==> src/include/stats_defs.svh <==
`ifndef STATS_DEFS_SVH
`define STATS_DEFS_SVH

// sample, counter and sum widths
`define STATS_DATA_WIDTH 8
`define STATS_CNT_WIDTH 16
`define STATS_SUM_WIDTH 24

// bits compared per min/max pipeline stage, so 8/4 gives two stages
`define STATS_CHUNK_BITS 4

// register byte offsets on the AXI4-Lite port
`define STATS_REG_CTRL 32'h0000_0000
`define STATS_REG_MIN 32'h0000_0004
`define STATS_REG_MAX 32'h0000_0008
`define STATS_REG_COUNT 32'h0000_000C
`define STATS_REG_SUM 32'h0000_0010

`endif

==> src/source/stats_pkg.sv <==
`include "stats_defs.svh"

package stats_pkg;

  // one sample slot on the input stream, valid for a single cycle
  typedef struct packed {
    logic                         valid;
    logic [`STATS_DATA_WIDTH-1:0] val;
  } sample_t;

  // snapshot of everything software can read back
  typedef struct packed {
    logic [`STATS_DATA_WIDTH-1:0] min;
    logic [`STATS_DATA_WIDTH-1:0] max;
    logic [`STATS_CNT_WIDTH-1:0]  count;
    logic [`STATS_SUM_WIDTH-1:0]  sum;
  } result_t;

endpackage

==> src/source/csr_pkg.sv <==
package csr_pkg;

  localparam int addr_width = 32;
  localparam int data_width = 32;

  typedef logic [1:0] resp_t;

  localparam resp_t resp_okay   = 2'b00;
  localparam resp_t resp_slverr = 2'b10;

  // fields driven by the bus master
  typedef struct packed {
    logic                  awvalid;
    logic [addr_width-1:0] awaddr;
    logic                  wvalid;
    logic [data_width-1:0] wdata;
    logic                  bready;
    logic                  arvalid;
    logic [addr_width-1:0] araddr;
    logic                  rready;
  } axil_req_t;

  // fields driven by the register slave
  typedef struct packed {
    logic                  awready;
    logic                  wready;
    logic                  bvalid;
    resp_t                 bresp;
    logic                  arready;
    logic                  rvalid;
    logic [data_width-1:0] rdata;
    resp_t                 rresp;
  } axil_rsp_t;

endpackage

==> src/source/stats_extreme.sv <==
`timescale 1ns/1ps
`include "stats_defs.svh"

module stats_extreme #(
  parameter bit FIND_MAX   = 1'b0,
  parameter int CHUNK_BITS = `STATS_CHUNK_BITS
) (
  input  logic                         clk,
  input  logic                         rst_n,
  input  logic                         clear,
  input  stats_pkg::sample_t           sample,
  output logic [`STATS_DATA_WIDTH-1:0] extreme
);

  localparam int W = `STATS_DATA_WIDTH;
  localparam int STAGES = W / CHUNK_BITS;
  localparam logic [W-1:0] INIT = {W{~FIND_MAX}}; // all ones for min, zero for max

  typedef struct packed {
    logic         valid;
    logic [W-1:0] val;
    logic         better; // sample already beats the stored extreme
    logic         worse;  // sample already lost, nothing more to write
    logic [W-1:0] acc;    // extreme as it stands after this sample, filled chunk by chunk
  } stage_t;

  stage_t                pipe [STAGES+1];
  logic [CHUNK_BITS-1:0] chunk_q [STAGES];

  // the first stage sees the raw sample with nothing decided yet
  assign pipe[0] = '{
    valid:  sample.valid,
    val:    sample.val,
    better: 1'b0,
    worse:  1'b0,
    acc:    '0
  };

  for (genvar k = 0; k < STAGES; k++) begin : g_stage
    localparam int LSB = W - (k + 1) * CHUNK_BITS; // stage 0 owns the top chunk

    logic [CHUNK_BITS-1:0] s_chunk;
    logic                  chunk_better;
    logic                  chunk_worse;
    logic                  take;

    assign s_chunk      = pipe[k].val[LSB +: CHUNK_BITS];
    assign chunk_better = FIND_MAX ? (s_chunk > chunk_q[k]) : (s_chunk < chunk_q[k]);
    assign chunk_worse  = FIND_MAX ? (s_chunk < chunk_q[k]) : (s_chunk > chunk_q[k]);
    assign take         = pipe[k].better | (~pipe[k].worse & chunk_better);

    // the predecessor passed this stage one cycle earlier, so chunk_q is already current
    always_ff @(posedge clk) begin
      if (!rst_n || clear) begin
        chunk_q[k] <= INIT[LSB +: CHUNK_BITS];
      end else if (pipe[k].valid && take) begin
        chunk_q[k] <= s_chunk;
      end
    end

    always_ff @(posedge clk) begin
      pipe[k+1].val    <= pipe[k].val;
      pipe[k+1].better <= take;
      pipe[k+1].worse  <= pipe[k].worse | (~pipe[k].better & chunk_worse);
      pipe[k+1].acc    <= pipe[k].acc;
      pipe[k+1].acc[LSB +: CHUNK_BITS] <= take ? s_chunk : chunk_q[k];
      if (!rst_n || clear) begin
        pipe[k+1].valid <= 1'b0; // in-flight samples are dropped on clear
      end else begin
        pipe[k+1].valid <= pipe[k].valid;
      end
    end
  end

  // chunks travel with the sample, so the output never mixes two samples
  always_ff @(posedge clk) begin
    if (!rst_n || clear) begin
      extreme <= INIT;
    end else if (pipe[STAGES].valid) begin
      extreme <= pipe[STAGES].acc;
    end
  end

endmodule

==> src/source/stats_accum.sv <==
`timescale 1ns/1ps
`include "stats_defs.svh"

module stats_accum (
  input  logic                        clk,
  input  logic                        rst_n,
  input  logic                        clear,
  input  stats_pkg::sample_t          sample,
  output logic [`STATS_CNT_WIDTH-1:0] count,
  output logic [`STATS_SUM_WIDTH-1:0] sum
);

  localparam int DW = `STATS_DATA_WIDTH;
  localparam int SW = `STATS_SUM_WIDTH;

  logic [SW:0] sum_ext;

  // one extra bit catches the carry out of the sum
  assign sum_ext = {1'b0, sum} + {{(SW + 1 - DW){1'b0}}, sample.val};

  always_ff @(posedge clk) begin
    if (!rst_n || clear) begin
      count <= '0;
    end else if (sample.valid && (count != '1)) begin
      count <= count + 1'b1; // stops at all ones
    end
  end

  always_ff @(posedge clk) begin
    if (!rst_n || clear) begin
      sum <= '0;
    end else if (sample.valid) begin
      if (sum_ext[SW]) begin
        sum <= '1;
      end else begin
        sum <= sum_ext[SW-1:0];
      end
    end
  end

endmodule

==> src/source/stats_csr.sv <==
`timescale 1ns/1ps
`include "stats_defs.svh"

module stats_csr (
  input  logic               clk,
  input  logic               rst_n,
  input  csr_pkg::axil_req_t bus_req,
  output csr_pkg::axil_rsp_t bus_rsp,
  input  stats_pkg::result_t results,
  output logic               enable,
  output logic               clear
);

  localparam int AW = csr_pkg::addr_width;
  localparam int DW = csr_pkg::data_width;

  logic           aw_full;
  logic [AW-1:0]  aw_addr;
  logic           w_full;
  logic [DW-1:0]  w_data;
  logic           bvalid;
  csr_pkg::resp_t bresp;
  logic           rvalid;
  logic [DW-1:0]  rdata;
  csr_pkg::resp_t rresp;

  logic           awready;
  logic           wready;
  logic           arready;
  logic           aw_hs;
  logic           w_hs;
  logic           ar_hs;
  logic           wr_go;
  logic           wr_ctrl;
  logic [DW-1:0]  rd_data;
  csr_pkg::resp_t rd_resp;

  // a pending write response holds off both write channels
  assign awready = ~aw_full & ~bvalid;
  assign wready  = ~w_full & ~bvalid;
  assign arready = ~rvalid;

  assign aw_hs = bus_req.awvalid & awready;
  assign w_hs  = bus_req.wvalid & wready;
  assign ar_hs = bus_req.arvalid & arready;

  assign wr_go   = aw_full & w_full; // both halves in hand, commit on the next edge
  assign wr_ctrl = (aw_addr == `STATS_REG_CTRL);

  always_ff @(posedge clk) begin
    if (!rst_n) begin
      aw_full <= 1'b0;
      w_full  <= 1'b0;
      bvalid  <= 1'b0;
      enable  <= 1'b0;
      clear   <= 1'b0;
    end else begin
      clear <= 1'b0;
      if (aw_hs) begin
        aw_full <= 1'b1;
      end
      if (w_hs) begin
        w_full <= 1'b1;
      end
      if (wr_go) begin
        aw_full <= 1'b0;
        w_full  <= 1'b0;
        bvalid  <= 1'b1;
        if (wr_ctrl) begin
          enable <= w_data[0];
          clear  <= w_data[1]; // high only in the cycle bvalid rises
        end
      end else if (bvalid && bus_req.bready) begin
        bvalid <= 1'b0;
      end
    end
  end

  always_ff @(posedge clk) begin
    if (aw_hs) begin
      aw_addr <= bus_req.awaddr;
    end
    if (w_hs) begin
      w_data <= bus_req.wdata;
    end
    if (wr_go) begin
      bresp <= wr_ctrl ? csr_pkg::resp_okay : csr_pkg::resp_slverr;
    end
  end

  always_comb begin
    rd_data = '0;
    rd_resp = csr_pkg::resp_okay;
    case (bus_req.araddr)
      `STATS_REG_CTRL:  rd_data = {{(DW - 1){1'b0}}, enable}; // clear bit reads zero
      `STATS_REG_MIN:   rd_data = DW'(results.min);
      `STATS_REG_MAX:   rd_data = DW'(results.max);
      `STATS_REG_COUNT: rd_data = DW'(results.count);
      `STATS_REG_SUM:   rd_data = DW'(results.sum);
      default:          rd_resp = csr_pkg::resp_slverr;
    endcase
  end

  always_ff @(posedge clk) begin
    if (!rst_n) begin
      rvalid <= 1'b0;
    end else if (ar_hs) begin
      rvalid <= 1'b1;
    end else if (bus_req.rready) begin
      rvalid <= 1'b0;
    end
  end

  // captured once per read so the data stays put while rvalid waits
  always_ff @(posedge clk) begin
    if (ar_hs) begin
      rdata <= rd_data;
      rresp <= rd_resp;
    end
  end

  assign bus_rsp.awready = awready;
  assign bus_rsp.wready  = wready;
  assign bus_rsp.bvalid  = bvalid;
  assign bus_rsp.bresp   = bresp;
  assign bus_rsp.arready = arready;
  assign bus_rsp.rvalid  = rvalid;
  assign bus_rsp.rdata   = rdata;
  assign bus_rsp.rresp   = rresp;

endmodule

==> src/source/stats_top.sv <==
`timescale 1ns/1ps
`include "stats_defs.svh"

module stats_top (
  input  logic               clk,
  input  logic               rst_n,
  input  stats_pkg::sample_t sample,
  input  csr_pkg::axil_req_t bus_req,
  output csr_pkg::axil_rsp_t bus_rsp
);

  logic                         enable;
  logic                         clear;
  stats_pkg::sample_t           accepted;
  stats_pkg::result_t           results;
  logic [`STATS_DATA_WIDTH-1:0] min_val;
  logic [`STATS_DATA_WIDTH-1:0] max_val;
  logic [`STATS_CNT_WIDTH-1:0]  count;
  logic [`STATS_SUM_WIDTH-1:0]  sum;

  // acceptance is decided here once so all three blocks agree on every sample
  assign accepted.valid = sample.valid & enable;
  assign accepted.val   = sample.val;

  assign results = '{min: min_val, max: max_val, count: count, sum: sum};

  stats_extreme #(
    .FIND_MAX  (1'b0),
    .CHUNK_BITS(`STATS_CHUNK_BITS)
  ) min_unit (
    .clk    (clk),
    .rst_n  (rst_n),
    .clear  (clear),
    .sample (accepted),
    .extreme(min_val)
  );

  stats_extreme #(
    .FIND_MAX  (1'b1),
    .CHUNK_BITS(`STATS_CHUNK_BITS)
  ) max_unit (
    .clk    (clk),
    .rst_n  (rst_n),
    .clear  (clear),
    .sample (accepted),
    .extreme(max_val)
  );

  stats_accum accum (
    .clk   (clk),
    .rst_n (rst_n),
    .clear (clear),
    .sample(accepted),
    .count (count),
    .sum   (sum)
  );

  stats_csr csr (
    .clk    (clk),
    .rst_n  (rst_n),
    .bus_req(bus_req),
    .bus_rsp(bus_rsp),
    .results(results),
    .enable (enable),
    .clear  (clear)
  );

endmodule

==> config.mk <==
export PLATFORM = sky130hd
export DESIGN_NAME = stats_top
export DESIGN_NICKNAME = d
export VERILOG_FILES = /design/src/source/stats_pkg.sv /design/src/source/csr_pkg.sv /design/src/source/stats_extreme.sv /design/src/source/stats_accum.sv /design/src/source/stats_csr.sv /design/src/source/stats_top.sv
export VERILOG_INCLUDE_DIRS = /design/src /design/src/include
export SDC_FILE = /design/constraint.sdc
export NUM_CORES = 1
export LEC_CHECK = 0
export BUFFER_PORTS_ARGS = -buffer_cell sky130_fd_sc_hd__buf_2
export CAP_MARGIN = 20
export CORE_ASPECT_RATIO = 1.2
export CORE_MARGIN = 5
export CORE_UTILIZATION = 50
export DETAILED_ROUTE_END_ITERATION = 6
export PLACE_DENSITY = 0.74
export SKIP_LAST_GASP = 1
export SLEW_MARGIN = 20
export SYNTH_ARGS = -nofsm -noshare
export SYNTH_HDL_FRONTEND = slang
export SYNTH_SLANG_ARGS = --single-unit
==> constraint.sdc <==
create_clock -name clk -period 2.35 [get_ports clk]
set_input_delay 0.235 -clock clk [delete_from_list [all_inputs] [get_ports clk]]
set_output_delay 0.235 -clock clk [all_outputs]
set_load 0.02 [all_outputs]
**Yosys cells after proc, flatten, opt, wreduce, memory -nomap -nowiden**

Memory sizes are Yosys's and may differ from the RTL's.
Cells that the tools add are included.
W data, S select, Z words.

- Bits in registers: 166
- Memory bits (writable): 16
- Word-level logic and storage cells: 109
- Memories: 2

- $add $sub $neg: 2
- $lt $le $gt $ge: 6
- Eq/ne operators: 5
- Muxes and demuxes: 30
- Bitwise operators: 22
- Reductions and logical operators: 16

Memory list:

| memory | depth | bits a word | read ports | clocked after memory_dff | write ports | line | RTL |
|---|---|---|---|---|---|---|---|
| max_unit.chunk_q | 2 | 4 | 2 | 0 | 2 | stats_extreme.sv:28 | `logic [CHUNK_BITS-1:0] chunk_q [STAGES];` |
| min_unit.chunk_q | 2 | 4 | 2 | 0 | 2 | stats_extreme.sv:28 |  |

Operators by type and width:

| kind | count |
|---|---|
| $pmux W24 S5 | 1 |
| $eq A32 B4 Y1 const B | 2 |
| $logic_not A32 Y1 | 2 |
| $eq A32 B3 Y1 const B | 1 |
| $eq A32 B5 Y1 const B | 1 |
| $mux W4 | 8 |
| $add A24 B8 Y25 | 1 |
| $mux W24 | 1 |
| $mux W1 | 18 |
| $add A16 B1 Y16 const B | 1 |
| $ne A16 B16 Y1 const B | 1 |
| $gt A4 B4 Y1 | 3 |
| $lt A4 B4 Y1 | 3 |
| $and A1 B1 Y1 | 9 |
| $not A1 Y1 | 7 |
| $logic_and A1 B1 Y1 | 6 |
| $or A1 B1 Y1 | 6 |
| $reduce_or A5 Y1 | 1 |
| $mux W2 | 2 |
| $reduce_bool A2 Y1 | 2 |
| $reduce_and A3 Y1 | 1 |
| $reduce_and A2 Y1 | 1 |
| $reduce_or A2 Y1 | 1 |
| $logic_not A1 Y1 | 1 |
| $logic_or A1 B1 Y1 | 1 |

**Depth between registers and ports, before layout**

An unclocked memory read counts as a cell.

- Word-level depth: 9
- Mapped depth: 8
- Depth with buffers taken out: 8

**Hierarchy**

A second synthesis with hierarchy kept.

- Cells, all modules: 634
- Area, all modules: 7,643.6 um2

By module, submodules not included:

| module | instances | cells an instance | area an instance (um2) |
|---|---|---|---|
| stats_csr | 1 | 201 | 2,812.7 |
| stats_accum | 1 | 223 | 2,130.8 |
| stats_extreme (max_unit) | 1 | 105 | 1,392.6 |
| stats_extreme (min_unit) | 1 | 104 | 1,301.2 |
| stats_top | 1 | 1 | 6.3 |

**Least setup slack after synthesis**

OpenSTA, ideal clock, no wires.

- Path kind: reg-to-reg
- From: register accum.sum[0]
- To: register accum.sum[17]
- Data arrival time: 2.008 ns
- Required time: 2.234 ns
- Slack: 0.226 ns
- Stages on the path, launching flop included: 8
- Buffers on the path: 0
- Period minus slack after synthesis: 2.124 ns
- Cell sequence: dfxtp_1 > ha_1 > fa_1 > a211oi_2 > o211ai_1 > nand4_2 > or3b_1 > o211a_1

- Longest elaborated chain between the ends: 2

Ends and longest elaborated chain:

| item | line | RTL |
|---|---|---|
| start: declaration | stats_accum.sv:10 | `` output logic [`STATS_SUM_WIDTH-1:0] sum `` |
| start signal: assignment | stats_accum.sv:36 | `sum <= sum_ext[SW-1:0];` |
| $add A24 B8 Y25 | stats_accum.sv:19 | `assign sum_ext = {1'b0, sum} + {{(SW + 1 - DW){1'b0}}, sample.val};` |
| $mux W24 | stats_accum.sv:33 | `if (sum_ext[SW]) begin` |

Every way passes these cells.
A chain may end at the register's enable or synchronous reset.

**Worst setup path in the final report**

- From: input port sample[3] in the netlist's numbering
- To: register accum.sum[17]

- Longest elaborated chain between the ends: 2

Ends and longest elaborated chain:

| item | line | RTL |
|---|---|---|
| start: declaration | stats_top.sv:7 | `input stats_pkg::sample_t sample,` |
| $add A24 B8 Y25 | stats_accum.sv:19 |  |
| $mux W24 | stats_accum.sv:33 |  |

Every way passes these cells.

==> impl_metrics.ini <==
[placement]
place_congestion = 0.842
place_hpwl_um = 12100
io_buffers = 112
place_inst = 983
place_area_um2 = 8360
post-place-ws_ps = 83.2

[synth]
syn_avg_cell_area_um2 = 11.3
synth_top_area_share_pct = 30.0
synth_cell_types = 66
ys_top_cells_by_area = edfxtp_1 30%, dfxtp_1 25%, ha_1 4.0%
syn_inst = 675
synth_top_cell_by_area = edfxtp_1
synth_seq_cells = 172
ys_seq_area_share_pct = 55.4
synthesis.area_um2 = 7590
yosys-top-cells-count = 96 x dfxtp_1, 76 x edfxtp_1, 67 x nor2_1
synth.most_common_cell = dfxtp_1
synth-edff-count = 76
synthArstFlopShare_pct = 0
synth_top_flop_cell = dfxtp_1
ys_warn_count = 0

[power]
p_leak_nw = 3.73
ir_worst_vdd_v = 0.000523
finalPower_mw = 6.58
power_density_nw_per_um2 = 705

[timing]
fin_hold_ws_ps = 54.8
clock.fmax_ghz = 0.450
setup_ws_ps = 129
rsz0062_at_grt = false
finalCritPeriodShare_pct = 94.5
slew_headroom_pct = 58.1
drv_slew = 0
layout_min_cycle_time_ps = 2220
hold_violations = 0
setup_tns_ps = 0
tightest_slew_ps = 622
finClkSkew_ps = 6.13
setup_viol = 0

[critical_path]
rrSetupSlack_ps = 140
critical-path-top-delay-family = simple AND/OR/NAND/NOR gates
crit_chain = dlygate4sd3_1 -> buf_2 -> ha_1 -> o211ai_1 -> o211ai_1 -> nand3_2 -> or3b_1 -> o211a_1
path_buf_inv = 2
arrival_ps = 2540
endpoint_kind = flip-flop
start_kind = primary input
worstPathMaxFanout = 9
slowest_delay_ps = 530
crit_type = in2reg
path_common_cell = o211ai_1
required_ps = 2670
cp_slowest_cell = dlygate4sd3_1

[clock_network]
cts-root-buf = clkbuf_16
clock_sinks = 172
cts.path.max_buffers = 2
path_clk_slew_ps = 60
clock_latency_ps = 430
numCtsBuffers = 17
cts_tree = yes
h-tree-depth = 4

[finish]
utilization_pct = 62.5
finalNetCount = 974
fin_cells = 1054
area_growth_pct = 23.0
antenna_cells = 0
final_area_um2 = 9340
drive_gt1_share_pct = 22.7

[floorplanning]
start_util_pct = 50.8
coreArea_um2 = 15000
io_pins = 153
die_x_um = 123
die-area_um2 = 17800
die_h_um = 145
rows = 49

[global_route]
grt_util_met2_pct = 36.0
grt.total_usage_pct = 20.0
grt_pass1_wl_um = 28200
grt_max_degree = 36
overflow = 0
grt_pass1_vias = 5902
met1_usage_pct = 22.3
antenna_found_initial = 0
busiest_layer = met2
grtUsageMet3_pct = 4.40

[detailed_routing]
first_pass_iters = 5
ant_nets = 0
drc = 0
vias = 5782
wl_um = 17200
vias_per_cell = 5.49
wl_per_cell_um = 16.3
drt_iter0_markers = 366

[run_status]
outcome = completed

[worst_hold_path]
hp-class = in2reg

[run]
maxCapViolations = 0
[routing by layer]
layer	vias to the layer above	wire, um
met3	42	943
met1	2750	6610
met2	189	9090
met4	0	501
met5	-	0
li1	2801	-
[where the power goes]
group          internal [mW]  switching [mW]  total (mW)
sequential              3.25          0.0423        3.30
clock                   1.69            1.11        2.81
combinational          0.208           0.274       0.482
[cell type report]
type	count	area, um2
Fill cell	1211	5620
Sequential cell	172	4200
Multi-Input combinational cell	448	3090
Timing Repair Buffer	170	1090
Clock buffer	21	450
Tap cell	204	255
Clock inverter	11	144
Inverter	28	105
[path summary, 6_finish.rpt]
kind	from	end	depth (start not counted)
max	sample[3]	accum.sum[17]	8
min	bus_req[33]	csr.rvalid	2
max reg2reg	accum.sum[0]	accum.sum[17]	7
min reg2reg	max_unit.pipe[25]	max_unit.pipe[6]	0
[what timing repair did]
item,CTS,global route
gates resized for setup,0,1
endpoints found under the hold margin,38,0
setup endpoints to repair,0,3
buffers inserted,0,1
hold buffers,38,0
[cells by family after synthesis]
family / Yosys count / share of synthesized area, %
other: 1 / 0.0494
AND/OR/NAND/NOR: 229 / 16.5
AO/OA/AOI/OAI: 126 / 12.0
flip-flops: 172 / 55.4
multiplexers: 36 / 4.91
XOR/XNOR: 22 / 2.54
adder cells (fa/ha/maj): 25 / 4.22
buffers and inverters: 64 / 4.46
[sequential cells by signal, indices dropped and copies added, names as in the netlist, 2 cells and up]
name / cells
accum.sum: 24
csr.w_data: 2
max_unit.pipe: 16
min_unit.pipe: 14
max_unit.chunk_q: 8
min_unit.extreme: 8
max_unit.g_stage.s_chunk: 4
max_unit.extreme: 8
min_unit.chunk_q: 8
accum.count: 16
csr.aw_addr: 32
csr.rdata: 24
[worst reg2reg max path, delay by kind of cell (launching register included)]
kind | cells | cell delay (ps)
AND/OR/NAND/NOR | 2 | 510
flip-flops | 1 | 330
AO/OA/AOI/OAI | 3 | 590
adder cells (fa/ha/maj) | 2 | 660
[cells in the final DEF, fill, tap and decap left out, types with 19 or more instances in the layout]
cell,n
a21oi_1,24
a22oi_1,19
buf_2,112
buf_4,20
dfxtp_1,96
dlygate4sd3_1,38
edfxtp_1,76
ha_1,24
inv_1,28
mux2i_1,26
nand2_1,31
nand3_1,21
nor2_1,67
Note: power is estimated with default switching activity, not from simulation.
